## config.mk

```make
export PLATFORM = sky130hd
export DESIGN_NAME = leaf_i2o1
export DESIGN_NICKNAME = d
export VERILOG_FILES = /design/src/leaf_pkg.sv /design/src/leaf_in_port.sv /design/src/leaf_pair_kernel.sv /design/src/leaf_packetizer.sv /design/src/leaf_i2o1.sv
export SDC_FILE = /design/constraint.sdc
export NUM_CORES = 1
export LEC_CHECK = 0
export BUFFER_PORTS_ARGS = -buffer_cell sky130_fd_sc_hd__buf_2
export CORE_ASPECT_RATIO = 0.9
export CORE_MARGIN = 8
export CORE_UTILIZATION = 45
export CTS_BUF_LIST = sky130_fd_sc_hd__clkbuf_8
export CTS_CLUSTER_DIAMETER = 120
export DETAILED_ROUTE_END_ITERATION = 10
export PLACE_DENSITY = 0.75
export RECOVER_POWER = 25
export SLEW_MARGIN = 10
export SYNTH_ARGS = -nofsm -noshare
export SYNTH_HDL_FRONTEND = slang
export SYNTH_SLANG_ARGS = --single-unit
```

## constraint.sdc

```tcl
create_clock -name clk -period 4.6 [get_ports clk]
set_input_delay 0.92 -clock clk [delete_from_list [all_inputs] [get_ports clk]]
set_output_delay 0.92 -clock clk [all_outputs]
set_load 0.02 [all_outputs]
```

## src/leaf_pkg.sv

```systemverilog
package leaf_pkg;

    // Tree word layout, top bit down: valid, leaf, port, sequence, payload
    localparam int PACKET_BITS  = 49;
    localparam int PAYLOAD_BITS = 32;
    localparam int LEAF_BITS    = 5;
    localparam int PORT_BITS    = 4;
    localparam int SEQ_BITS     = 7;

    localparam int VALID_POS = 48;
    localparam int LEAF_LSB  = 43;
    localparam int PORT_LSB  = 39;
    localparam int SEQ_LSB   = 32;

    // Receive FIFO geometry
    localparam int FIFO_DEPTH = 8;
    localparam int FIFO_AW    = 3;

    typedef logic [PACKET_BITS-1:0]  packet_t;
    typedef logic [PAYLOAD_BITS-1:0] payload_t;
    typedef logic [LEAF_BITS-1:0]    leaf_id_t;
    typedef logic [PORT_BITS-1:0]    port_id_t;
    typedef logic [SEQ_BITS-1:0]     seq_t;

    // Tree port numbers served by the two receive ports
    localparam port_id_t IN_PORT_A = 4'd2;
    localparam port_id_t IN_PORT_B = 4'd3;

    typedef enum logic {
        IDLE,
        RUN
    } kernel_state_t;

endpackage

```

## src/leaf_in_port.sv

```systemverilog
module leaf_in_port #(
    parameter leaf_pkg::leaf_id_t LEAF_ID = 5,
    parameter leaf_pkg::port_id_t MY_PORT = 2
) (
    input  logic               clk,
    input  logic               rst_n,
    input  leaf_pkg::packet_t  din,
    output leaf_pkg::payload_t dout,
    output logic               vld,
    input  logic               ack
);

    import leaf_pkg::*;

    logic     hdr_valid;
    leaf_id_t hdr_leaf;
    port_id_t hdr_port;
    payload_t hdr_payload;
    logic     match;

    payload_t mem [FIFO_DEPTH];

    logic [FIFO_AW-1:0] wr_ptr;
    logic [FIFO_AW-1:0] rd_ptr;
    logic [FIFO_AW:0]   count;
    logic               full;
    logic               wr_en;
    logic               rd_en;

    // Header decode of the incoming tree word
    assign hdr_valid   = din[VALID_POS];
    assign hdr_leaf    = din[LEAF_LSB +: LEAF_BITS];
    assign hdr_port    = din[PORT_LSB +: PORT_BITS];
    assign hdr_payload = din[PAYLOAD_BITS-1:0];

    assign match = hdr_valid && (hdr_leaf == LEAF_ID) && (hdr_port == MY_PORT);

    assign full  = (count == (FIFO_AW+1)'(FIFO_DEPTH));
    assign rd_en = ack && vld;

    // A full FIFO can still take a word in the cycle its head is popped
    assign wr_en = match && (!full || rd_en);

    assign vld  = (count != '0);
    assign dout = mem[rd_ptr];

    always_ff @(posedge clk or negedge rst_n) begin
        if (!rst_n) begin
            wr_ptr <= '0;
            rd_ptr <= '0;
            count  <= '0;
        end else begin
            if (wr_en) begin
                wr_ptr <= wr_ptr + 1'b1;
            end
            if (rd_en) begin
                rd_ptr <= rd_ptr + 1'b1;
            end
            case ({wr_en, rd_en})
                2'b10: count <= count + 1'b1;
                2'b01: count <= count - 1'b1;
                default: count <= count;
            endcase
        end
    end

    always_ff @(posedge clk) begin
        if (wr_en) begin
            mem[wr_ptr] <= hdr_payload;
        end
    end

    // The sender must keep its backlog for this port within the FIFO depth
    a_no_overflow: assert property (
        @(posedge clk) disable iff (!rst_n)
        match |-> (!full || rd_en)
    ) else $error("leaf_in_port: write into full FIFO");

    // The kernel pops only a head word that is on offer
    a_ack_needs_vld: assert property (
        @(posedge clk) disable iff (!rst_n)
        ack |-> vld
    ) else $error("leaf_in_port: ack while vld is low");

endmodule

```

## src/leaf_pair_kernel.sv

```systemverilog
module leaf_pair_kernel (
    input  logic               clk,
    input  logic               rst_n,
    input  logic               ap_start,
    input  logic               resend,
    input  leaf_pkg::payload_t dout_a,
    input  logic               vld_a,
    output logic               ack_a,
    input  leaf_pkg::payload_t dout_b,
    input  logic               vld_b,
    output logic               ack_b,
    output leaf_pkg::payload_t sum,
    output logic               sum_vld
);

    import leaf_pkg::*;

    kernel_state_t state;
    kernel_state_t state_next;
    logic          fire;

    always_comb begin
        state_next = state;
        case (state)
            IDLE: begin
                if (ap_start) begin
                    state_next = RUN;
                end
            end
            RUN: begin
                state_next = RUN;
            end
            default: begin
                state_next = IDLE;
            end
        endcase
    end

    always_ff @(posedge clk or negedge rst_n) begin
        if (!rst_n) begin
            state <= IDLE;
        end else begin
            state <= state_next;
        end
    end

    // A pair is taken only when both heads are present and no resend is pending
    assign fire  = (state == RUN) && vld_a && vld_b && !resend;
    assign ack_a = fire;
    assign ack_b = fire;

    always_ff @(posedge clk or negedge rst_n) begin
        if (!rst_n) begin
            sum_vld <= 1'b0;
        end else begin
            sum_vld <= fire;
        end
    end

    // Addition wraps at 2^32
    always_ff @(posedge clk) begin
        if (fire) begin
            sum <= dout_a + dout_b;
        end
    end

    // Pairing relies on each head word staying on offer until both are popped
    a_head_a_held: assert property (
        @(posedge clk) disable iff (!rst_n)
        (vld_a && !ack_a) |=> (vld_a && $stable(dout_a))
    ) else $error("leaf_pair_kernel: head word of port a changed before its ack");

    a_head_b_held: assert property (
        @(posedge clk) disable iff (!rst_n)
        (vld_b && !ack_b) |=> (vld_b && $stable(dout_b))
    ) else $error("leaf_pair_kernel: head word of port b changed before its ack");

endmodule

```

## src/leaf_packetizer.sv

```systemverilog
module leaf_packetizer (
    input  logic               clk,
    input  logic               rst_n,
    input  logic               resend,
    input  leaf_pkg::leaf_id_t dest_leaf,
    input  leaf_pkg::port_id_t dest_port,
    input  leaf_pkg::payload_t sum,
    input  logic               sum_vld,
    output leaf_pkg::packet_t  dout
);

    import leaf_pkg::*;

    seq_t    seq;
    packet_t pkt;
    packet_t pkt_next;

    always_comb begin
        pkt_next = '0;
        pkt_next[VALID_POS]                = 1'b1;
        pkt_next[LEAF_LSB +: LEAF_BITS]    = dest_leaf;
        pkt_next[PORT_LSB +: PORT_BITS]    = dest_port;
        pkt_next[SEQ_LSB +: SEQ_BITS]      = seq;
        pkt_next[PAYLOAD_BITS-1:0]         = sum;
    end

    // Idle cycles leave an all-zero word on the tree
    always_ff @(posedge clk or negedge rst_n) begin
        if (!rst_n) begin
            pkt <= '0;
            seq <= '0;
        end else if (sum_vld) begin
            pkt <= pkt_next;
            seq <= seq + 1'b1;
        end else begin
            pkt <= '0;
        end
    end

    // During resend the tree sees nothing, even a word already built
    assign dout = resend ? '0 : pkt;

    // Two valid cycles in a row need two strobes in a row
    a_one_word_per_strobe: assert property (
        @(posedge clk) disable iff (!rst_n)
        (pkt[VALID_POS] ##1 pkt[VALID_POS]) |-> ($past(sum_vld, 1) && $past(sum_vld, 2))
    ) else $error("leaf_packetizer: valid held longer than its strobe");

endmodule

```

## src/leaf_i2o1.sv

```systemverilog
module leaf_i2o1 #(
    parameter leaf_pkg::leaf_id_t LEAF_ID = 5
) (
    input  logic               clk,
    input  logic               rst_n,
    input  logic               ap_start,
    input  logic               resend,
    input  leaf_pkg::leaf_id_t dest_leaf,
    input  leaf_pkg::port_id_t dest_port,
    input  leaf_pkg::packet_t  din_leaf_bft2interface,
    output leaf_pkg::packet_t  dout_leaf_interface2bft
);

    import leaf_pkg::*;

    payload_t dout_a;
    logic     vld_a;
    logic     ack_a;
    payload_t dout_b;
    logic     vld_b;
    logic     ack_b;
    payload_t sum;
    logic     sum_vld;

    leaf_in_port #(
        .LEAF_ID (LEAF_ID),
        .MY_PORT (IN_PORT_A)
    ) port_a (
        .clk   (clk),
        .rst_n (rst_n),
        .din   (din_leaf_bft2interface),
        .dout  (dout_a),
        .vld   (vld_a),
        .ack   (ack_a)
    );

    leaf_in_port #(
        .LEAF_ID (LEAF_ID),
        .MY_PORT (IN_PORT_B)
    ) port_b (
        .clk   (clk),
        .rst_n (rst_n),
        .din   (din_leaf_bft2interface),
        .dout  (dout_b),
        .vld   (vld_b),
        .ack   (ack_b)
    );

    leaf_pair_kernel kernel (
        .clk      (clk),
        .rst_n    (rst_n),
        .ap_start (ap_start),
        .resend   (resend),
        .dout_a   (dout_a),
        .vld_a    (vld_a),
        .ack_a    (ack_a),
        .dout_b   (dout_b),
        .vld_b    (vld_b),
        .ack_b    (ack_b),
        .sum      (sum),
        .sum_vld  (sum_vld)
    );

    leaf_packetizer packetizer (
        .clk       (clk),
        .rst_n     (rst_n),
        .resend    (resend),
        .dest_leaf (dest_leaf),
        .dest_port (dest_port),
        .sum       (sum),
        .sum_vld   (sum_vld),
        .dout      (dout_leaf_interface2bft)
    );

endmodule

```

# [Word-level counts from Yosys, hierarchy flattened]
# Memory sizes are Yosys's and may differ from the RTL's.
# Cells that the tools add are included.
[totals] ff_bits=110 ramBits=512 inputBits=62 output_inout_bits=49 wordCells=62 memories=2
[mem_list] name="port_a.mem" depth=8 word_bits=32 rd=1 rd_ports_with_merged_regs=0 write_ports=1 line_no="leaf_in_port.sv:21" text="payload_t mem [FIFO_DEPTH];"
[mem_list] name="port_b.mem" depth=8 word_bits=32 rd=1 rd_ports_with_merged_regs=0 write_ports=1 line_no="leaf_in_port.sv:21"
[classes] add_sub_neg=10 eq_ne=9 n_mux=10 bitwise=1 reduce_logical=19
[op_table] cell="2-to-1 mux 49 bit" count=2
[op_table] cell="adder 32 bit" count=1
[op_table] cell="one-hot mux 4 bit (2 select lines)" count=2
[op_table] cell="adder 3 x 1 -> 3 bit, second input constant" count=4
[op_table] cell="logical AND 1 bit" count=10
[op_table] cell="adder 4 x 1 -> 4 bit, second input constant" count=2
[op_table] cell="equality test 4 x 2 -> 1 bit, second input constant" count=2
[op_table] cell="equality test 4 bit, second input constant" count=2
[op_table] cell="nonzero test 4 bit" count=2
[op_table] cell="subtractor 4 x 1 -> 4 bit, second input constant" count=2
[op_table] cell="adder 7 x 1 -> 7 bit, second input constant" count=1
[op_table] cell="equality test 5 x 3 -> 1 bit, second input constant" count=1
[op_table] cell="2-to-1 mux 1 bit" count=5
[op_table] cell="equality test 2 x 1 -> 1 bit, second input constant" count=2
[op_table] cell="equality test 2 bit, second input constant" count=2
[op_table] cell="nonzero test 2 bit" count=2
[op_table] cell="zero test 1 bit" count=3
[op_table] cell="logical OR 1 bit" count=2
[op_table] cell="one-hot mux 1 bit (2 select lines)" count=1
[op_table] cell="NOT 1 bit" count=1

# [Logic depth before layout (Yosys ltp)]
# Gate-level depths: netlist of the first run.
[depth] word_depth=9 ltp_mapped=14 ltp_nobuf=12

# [Modules after synthesis]
# Synthesis of the first run repeated with hierarchy kept, for this count alone.
[hier_totals] hier_cells=1320 area_unflattened_um2=25836.0
[modules_own_cells] mod="leaf_in_port (port_a)" instances=1 cells_per_inst=435 area_each_um2=10482.6 seq_area_each_um2=7937.6
[modules_own_cells] mod="leaf_in_port (port_b)" instances=1 cells_per_inst=436 area_each_um2=10421.2 seq_area_each_um2=7937.6
[modules_own_cells] mod="leaf_pair_kernel" instances=1 cells_per_inst=270 area_each_um2=2755.1 seq_area_each_um2=1011.0
[modules_own_cells] mod="leaf_packetizer" instances=1 cells_per_inst=179 area_each_um2=2177.1 seq_area_each_um2=1401.3

# [Worst setup path after synthesis of the first run]
# OpenSTA, ideal clock, no wires.
[synth_timing] path_kind="input port to flip-flop" from="input din_leaf_bft2interface[44]" to="memory port_b.mem[2][0] (netlist bit), enable pin" setup_time_ns=0.468 arrival_ns=4.708 required_time_ns=4.132 slack_ns=-0.576 path_stages=6 path_buffers=0 cell_sequence="or3b_1 > or4_1 > or2_1 > a31oi_4 > nand2b_1 > nor3b_1"
[synth_between] elab_chain_len=6
[synth_rtl] element="start: declaration" line_no="leaf_i2o1.sv:10" text="input leaf_pkg::packet_t din_leaf_bft2interface,"
[synth_rtl] element="equality test 5 x 3 -> 1 bit" line_no="leaf_in_port.sv:36" text="assign match = hdr_valid && (hdr_leaf == LEAF_ID) && (hdr_port == MY_PORT);"
[synth_rtl] element="logical AND 1 bit (2 in series)" line_no="leaf_in_port.sv:36"
[synth_rtl] element="logical AND 1 bit" line_no="leaf_in_port.sv:42" text="assign wr_en = match && (!full || rd_en);"
[synth_rtl] element="2-to-1 mux 1 bit" line_no="leaf_in_port.sv:68" text="if (wr_en) begin"
[synth_rtl] element="2-to-1 mux 1 bit (not written as such)" line_no="leaf_in_port.sv:69" text="mem[wr_ptr] <= hdr_payload;"
[synth_rtl] element="end: declaration" line_no="leaf_in_port.sv:21"
# Every way passes these cells.

# [Final worst setup path of the first run]
[layout_timing] from="register port_a.rd_ptr[1]" to="register kernel.sum[28] (data pin)"
[layout_between] elab_chain_len=2
[layout_rtl] element="start: declaration" line_no="leaf_in_port.sv:24" text="logic [FIFO_AW-1:0] rd_ptr;"
[layout_rtl] element="start signal: assignment" line_no="leaf_in_port.sv:57" text="rd_ptr <= rd_ptr + 1'b1;"
[layout_rtl] element="memory read (8 x 32 bit)"
[layout_rtl] element="adder 32 bit" line_no="leaf_pair_kernel.sv:63" text="sum <= dout_a + dout_b;"
[layout_rtl] element="end signal: assignment" line_no="leaf_pair_kernel.sv:63"
[layout_rtl] element="end: declaration" line_no="leaf_pair_kernel.sv:12" text="output leaf_pkg::payload_t sum,"
# Every way passes these cells.
# A chain may end at the register's enable or synchronous reset.

==> reports/qor.yml, run 1 <==
outcome:
  status: "completed"
placed_design:
  gp_congestion: 0.8919
  port_buffers: 103
  placed_cell_area_um2: 26920
  dpl.hpwl_mm: 31.03
synthesis:
  synth-seq-cells: 622
  yosys.area.top_type_share: 0.6482
  synth_seq_area_share: 0.7256
  ys_types: 47
  yosysTopAreaCell: "edfxtp_1"
  async_reset_ff_frac: 0.1254
  synth_flop_cell: "edfxtp_1"
  synth_area_um2: 25200
  synth-edff-count: 544
  netlist_instances: 1332
  yosysWarnings: 0
  netlist_top_cells_area: "edfxtp_1 (65%), mux4_2 (11%), dfrtp_1 (7.7%)"
  synth_nets: 1437
  syn_avg_cell_area_um2: 18.92
route:
  vias_per_cell: 5.478
  dr.first_iter.drc_count: 1209
  drc: 0
  first_pass_iters: 6
  routed_wl_mm: 52.36
  wl_per_cell_um: 22.39
  vias: 12810
  postRouteAntennaNets: 0
critical_path:
  cp_cell_sequence: "buf_4 -> mux4_2 -> mux2_2 -> ha_1 -> a21oi_1 -> o21ai_1 -> a211oi_1 -> o21ai_0 -> o41ai_1 -> xnor2_1"
  critical_path_class: "flip-flop to flip-flop"
  start_kind: "flip-flop"
  crit_fanout: 25
  required_ns: 5.03
  arrival_ns: 4.57
  endpoint_kind: "flip-flop"
  cp_slowest_stage_delay_ns: 0.83
  crit_slowest_cell: "dfrtp_2"
cts:
  path_clk_slew_ns: 0.07
  cts_root_buf: "clkbuf_8"
  cts_buffer_depth: 3
  ctsResizeCount: 0
  clk-insertion-delay-late_ns: 0.70
  hold_buffers: 0
  cts_tree: "yes"
  cts_sinks: 622
  post_cts_buffers: 0
  htreeDepth: 3
  cts_buffers: 96
layout:
  fin_area_um2: 28640
  nNetsFinal: 1616
  diodes: 0
  fillers: 4349
  drive_gt1_frac: 0.2836
  area_delta_synth_final_pct: 13.65
sta:
  slew_headroom: 0.3147
  finalSetupViolations: 0
  fin_hold_ws_ns: 0.4076
  tns_ns: 0
  period_share: 0.9008
  worst_slew_pin_slew_ns: 1.028
  skew_ns: 0.03105
  final-hold-violation-count: 0
  rsz0062_at_grt: "no"
  maxSlewViolCount: 0
  period_needed_ns: 4.144
  max_freq_mhz: 241.3
run:
  drv_cap: 0
floorplanning:
  pin_count: 111
  die_area_um2: 63850
  die_h_um: 240.5
  num_rows: 82
  initial_utilization: 0.4541
  die_x_um: 265.5
  fp.coreArea_um2: 55510
power:
  power.leakage_nw: 9.985
  power.density_nw_per_um2: 659.3
  vdd_drop_max_mv: 0.4284
  total_power_mw: 18.88
grt:
  grt_pass1_wl_mm: 79.80
  antenna_found_initial: 0
  grt_pass1_vias: 13390
  grt_overflow_total: 0
  grt.total_usage: 0.1648
  grt_start_max_net_pins: 79
hold_path:
  hold_class: "input pin to async pin"
==> worst paths after layout <==
| check | startpoint | to | slack [ns] | depth (start not counted) |
|---|---|---|---|---|
| max in group asynchronous | rst_n | port_b.rd_ptr[0] | 3.42 | 1 |
| hold reg to reg | kernel.sum[2] | packetizer.pkt[2] | 0.45 | 1 |
| setup reg to reg | port_a.rd_ptr[1] | kernel.sum[28] | 0.46 | 10 |
| hold / removal | rst_n | port_a.wr_ptr[1] | 0.41 | 1 |
| min in group clk | ap_start | kernel.state | 0.43 | 2 |
| setup / recovery | port_a.rd_ptr[1] | kernel.sum[28] | 0.46 | 10 |
==> worst max-delay path, delay by kind of cell (launching register included) <==
kind                       cells  cell delay (ns)
AOI/OAI and AO/OA              5             1.39
xor gates and xnor gates       1             0.12
muxes                          2             0.68
DFF                            1             0.83
adders and majority gates      1             0.40
buffers and inverters          1             0.40
==> layout make-up <==
class	instances	area [um^2]	area share
clock buffers	98	1349	0.04709
clock inverters	72	407.9	0.01424
inverters	18	67.56	0.002359
well taps	756	945.9	0.03302
repair buffers	137	827.0	0.02887
multi-input cells	636	6745	0.2355
flip-flops and latches	622	18300	0.6389
==> power by group <==
group          leakage (nW)  switching (mW)  internal (mW)
registers              5.90           0.368           6.85
clock network          1.05            2.08           2.16
logic                  3.03            4.04           3.37
==> cell usage after synthesis, types with 8 or more instances <==
master      n
edfxtp_1  544
mux4_2    128
dfrtp_1    78
mux2_2     64
and2_1     52
nor2b_1    52
nand2_1    44
ha_1       40
a21oi_1    39
clkbuf_1   36
xnor2_1    34
nor2_1     27
o21ai_0    24
inv_1      18
a21o_1     15
nor3_1     14
xor2_1     14
buf_2      13
a31oi_1     9
nand3_1     9
nand4_1     8
==> stage by stage <==
| stage | setup WS [ns] | util | cells |
|---|---|---|---|
| after floorplan | -0.5761 | - | 1332 |
| after global placement | 0.5675 | 0.4850 | 2169 |
| after detailed placement | 0.4710 | 0.4850 | 2169 |
| after CTS | 0.4515 | 0.5166 | 2339 |
| after global routing | 0.2313 | 0.5160 | 2339 |
| final | 0.4562 | 0.5160 | 2339 |
==> state kept, by name, indices dropped and copies added, names as in the netlist, 3 cells and up <==
signal,count
port_a.count,4
packetizer.seq,7
port_a.wr_ptr,3
port_b.wr_ptr,3
port_a.mem,256
port_b.count,4
kernel.sum,32
port_b.mem,256
port_a.rd_ptr,3
packetizer.pkt,49
port_b.rd_ptr,3
==> cell families after synthesis <==
logic type / count (synthesis) / share of synthesized area
fa+ha+maj: 43 / 0.02224
xor+xnor: 48 / 0.01668
flops: 622 / 0.7256
mux: 200 / 0.1462
buf+inv: 74 / 0.01167
simple gates: 237 / 0.05138
compound gates: 108 / 0.02621
==> metal layers <==
metal | wire [um] | vias up | global-route usage
met1 | 22430 | 6622 | 0.2186
met2 | 25370 | 477 | 0.2715
met4 | 951 | 0 | 0.04664
met5 | 0 | - | 0
li1 | - | 5634 | -
met3 | 3602 | 81 | 0.03997
==> placed cells by master, fill, tap and decap left out, types with 4 or more instances in the layout <==
master	Yosys	final
a21o_1	15	15
a21oi_1	39	38
a31oi_1	9	9
and2_1	52	52
and3_1	6	6
buf_12	0	7
buf_2	13	75
buf_4	0	28
clkbuf_1	36	27
clkbuf_8	0	98
clkinv_1	0	12
clkinv_2	0	11
dfrtp_1	78	72
dfrtp_2	0	4
edfxtp_1	544	544
ha_1	40	40
inv_1	18	57
inv_8	0	4
mux2_2	64	64
mux2i_1	7	7
mux4_2	128	128
nand2_1	44	44
nand2b_1	6	6
nand3_1	9	9
nand4_1	8	8
nor2_1	27	19
nor2_4	0	8
nor2b_1	52	52
nor3_1	14	10
nor3b_2	0	4
o21ai_0	24	24
o21bai_1	4	4
xnor2_1	34	34
xor2_1	14	14
Note: power is estimated with default switching activity, not from simulation.
==> inputs of run 2 (changes only) <==
Settings changed: ABC_AREA set to 1, PLACE_DENSITY 0.75 to unset.
==> run 2 against run 1 <==
Combinational power increased by 31%. Utilization fell by 0.32 points. Synthesized cell count increased by 85%. Sequential share of layout area is 2.9 points lower. Sequential power is 3% lower. Setup slack better by 0.66 ns. Hold slack gained 0.0037 ns. Register-to-register slack better by 0.66 ns. Maximum frequency increased by 19%. Critical path depth is 6 higher. Critical path type unchanged. Critical endpoint is now kernel.sum[27]. Highest routed layer unchanged.
==> reports/qor.yml, run 2 <==
synthesis:
  yosysWarnings: 0  # unchanged
  yosys.area.top_type_share: 0.6118  # -0.03639
  synth-seq-cells: 622  # unchanged
  synth_area_um2: 26700  # +5.9%
  netlist_instances: 2464  # +85%
  synth_flop_cell: "edfxtp_1"
  synth-edff-count: 544  # unchanged
  netlist_top_cells_area: "edfxtp_1 (61%), nand2_1 (7.5%), dfrtp_1 (7.3%)"
  ys_types: 36  # -23%
  yosysMostFrequentCell: "edfxtp_1"
  async_reset_ff_frac: 0.1254  # unchanged
  synth_nets: 2569  # +79%
  synth_common_cells: "edfxtp_1 (544), nand2_1 (534), nor2_1 (361), inv_1 (263), o21ai_0 (249)"
  syn_avg_cell_area_um2: 10.84  # -43%
  synth_seq_area_share: 0.6849  # -0.04073
  yosysTopAreaCell: "edfxtp_1"
placed_design:
  dp_cells: 3268  # +51%
  gp_congestion: 0.9124  # +2.3%
  port_buffers: 103  # unchanged
  dpl.hpwl_mm: 38.76  # +25%
layout:
  area_delta_synth_final_pct: 12.43
  layout_common_cells: "edfxtp_1 (544), nand2_1 (534), nor2_1 (353)"
  fin_cells: 3452  # +48%
  drive_gt1_frac: 0.1058  # -0.1779
  final_common_cell: "edfxtp_1"
  reg.largest.list: "port_a.mem (256), port_b.mem (256), packetizer.pkt (49)"
  nNetsFinal: 2701  # +67%
grt:
  grt_start_max_net_pins: 130  # +65%
  grt.total_usage: 0.1905  # +0.02567
  grt_pass1_wl_mm: 99.40  # +25%
  grtUsageMet3: 0.04172  # +0.001748
  grt_pass1_vias: 17370  # +30%
  top_usage_layer: "met2"
  grt_overflow_total: 0  # unchanged
  antenna_found_initial: 2  # +2
  gr-usage-met1: 0.2492  # +0.03058
  grt_util_met2: 0.3112  # +0.03972
sta:
  period_share: 0.7570  # -0.1438
  rsz0062_at_grt: "no"
  worst_slew_pin_slew_ns: 1.021  # -0.007358 ns
  slew_headroom: 0.3196  # +0.004906
  maxSlewViolCount: 0  # unchanged
  skew_ns: 0.03825  # +0.007201 ns
  period_needed_ns: 3.482  # -0.6617 ns
  max_freq_mhz: 287.2  # +19%
  final-hold-violation-count: 0  # unchanged
  tns_ns: 0  # unchanged
  finalSetupViolations: 0  # unchanged
power:
  vdd_drop_max_mv: 0.3962  # -7.5%
  intPower_mw: 12.15  # -1.9%
  clkPwrFrac: 0.210  # -0.015
  power.density_nw_per_um2: 706.1  # +7.1%
  switching_share: 0.4269  # +0.08293
  p_switching_mw: 9.049  # +39%
  combPwrFrac: 0.459  # +0.066
  seqPwrFrac: 0.332  # -0.050
  power.leakage_nw: 12.19  # +22%
cts:
  hold_buffers: 0  # unchanged
  cts_sinks: 622  # unchanged
  post_cts_buffers: 0  # unchanged
  htreeDepth: 3  # unchanged
  cts_root_buf: "clkbuf_8"
  path_clk_slew_ns: 0.07  # about the same
  ctsResizeCount: 0  # unchanged
  clk-insertion-delay-late_ns: 0.70  # about the same
  cts_buffers: 100  # +4.2%
  cts_buffer_depth: 3  # unchanged
  cts_tree: "yes"
floorplanning:
  pin_count: 111  # unchanged
  die_area_um2: 67400  # +5.6%
  num_rows: 84  # +2.4%
  die_h_um: 247.1  # +2.7%
  initial_utilization: 0.4561  # +0.002061
  fp.coreArea_um2: 58540  # +5.5%
  die_x_um: 272.8  # +2.8%
hold_path:
  hold_class: "input pin to async pin"
route:
  wl_per_cell_um: 18.80  # -16%
  dr.first_iter.drc_count: 1388  # +15%
  routed_wl_mm: 64.91  # +24%
  drc: 0  # unchanged
  vias_per_cell: 5.161  # -5.8%
  vias: 17820  # +39%
  postRouteAntennaNets: 0  # unchanged
  first_pass_iters: 5  # -1
critical_path:
  start_kind: "flip-flop"
  critical_path_class: "flip-flop to flip-flop"
  arrival_ns: 3.93  # -0.64 ns
  cp_common_cell: "nand2_1"
  endpoint_kind: "flip-flop"
  cp_top_family: "buffers and inverters"
  crit_fanout: 55  # +120%
  crit_buf_inv: 4  # +3
  crit_slowest_cell: "buf_4"
  cp_cell_sequence: "clkinv_2 -> buf_4 -> buf_4 -> o21ai_0 -> o22ai_1 -> nand2_1 -> nand2_1 -> ha_1 -> a21oi_1 -> nand2_1 -> inv_1 -> nand2_1 -> a21oi_1 -> nand2_1 -> nand2_1 -> nand2_1"
  cp_slowest_stage_delay_ns: 0.53  # -0.30 ns
  required_ns: 5.05  # +0.02 ns
outcome:
  status: "completed"
run:
  drv_cap: 0  # unchanged
## run 2: cell types whose count changed after synthesis, moves of 43 or more
| cell | delta |
|---|---|
| and2_1 | -52 |
| inv_1 | +245 |
| mux2_2 | -63 |
| mux4_2 | -128 |
| nand2_1 | +490 |
| nand3_1 | +43 |
| nor2_1 | +334 |
| nor2b_1 | -52 |
| o21ai_0 | +225 |
| o22ai_1 | +123 |
## run 2: per-layer routing
metal  wire length (um)  share of wire
met5                  0              0
met4               2000          0.031
met3               4031          0.062
met2              30200           0.47
met1              28680           0.44
## run 2: stage by stage
stage	worst slack (ns)	utilization	hold WS [ns]	cell area [um^2]	power, mW
2_1_floorplan	0.4071	-	0.3519	26700	13.86
3_5_place_dp	1.017	0.4812	0.4215	28170	16.81
6_report	1.118	0.5128	0.4112	30020	21.20
4_1_cts	1.160	0.5133	0.3501	30050	21.29
5_1_grt	0.8671	0.5128	0.3688	30020	22.78
3_3_place_gp	1.067	0.4812	0.4304	28170	16.68
## run 2: cells by family (layout without fill, tap and decap cells)
kind of cell,Yosys count,after routing,share of synthesized area
and+or+nand+nor,981,981,0.1445
adders and majority gates,43,43,0.02099
AOI/OAI and AO/OA,406,406,0.08233
muxes,1,1,0.0004217
xor gates and xnor gates,34,34,0.01115
buffers and inverters,377,589,0.05576
DFF,622,622,0.6849
other,0,2,0
## run 2: area by class of cell
| class | instances | area, um^2 |
|---|---|---|
| Inverter | 266 | 1002 |
| Clock inverter | 79 | 457.9 |
| Multi-Input combinational cell | 1465 | 7025 |
| Tap cell | 774 | 968.4 |
| Fill cell | 5206 | 28520 |
| Timing Repair Buffer | 141 | 845.8 |
| Sequential cell | 622 | 18300 |
| Clock buffer | 103 | 1418 |
| Antenna cell | 2 | 5.005 |
## run 2: path summary, 6_finish.rpt
path                            cells after the start                  to  slack, ns        startpoint
worst max-delay path                               16      kernel.sum[27]       1.12  port_b.rd_ptr[0]
min in group clk                                    3  packetizer.pkt[45]       0.42      dest_leaf[2]
worst max register to register                     16      kernel.sum[27]       1.12  port_b.rd_ptr[0]
max in group asynchronous                           1    port_a.rd_ptr[0]       3.41             rst_n
worst min-delay path                                1  packetizer.pkt[45]       0.41             rst_n
worst min register to register                      2  packetizer.pkt[11]       0.43    kernel.sum[11]
## run 2: power by group through the flow
stage / Sequential, mW / Combinational [mW] / Clock [mW]
after floorplan: 7.06 / 6.79 / 0
after global routing: 7.07 / 10.9 / 4.81
after CTS: 7.03 / 9.70 / 4.56
final: 7.03 / 9.72 / 4.44
after global placement: 7.14 / 9.54 / 0
after detailed placement: 7.15 / 9.66 / 0
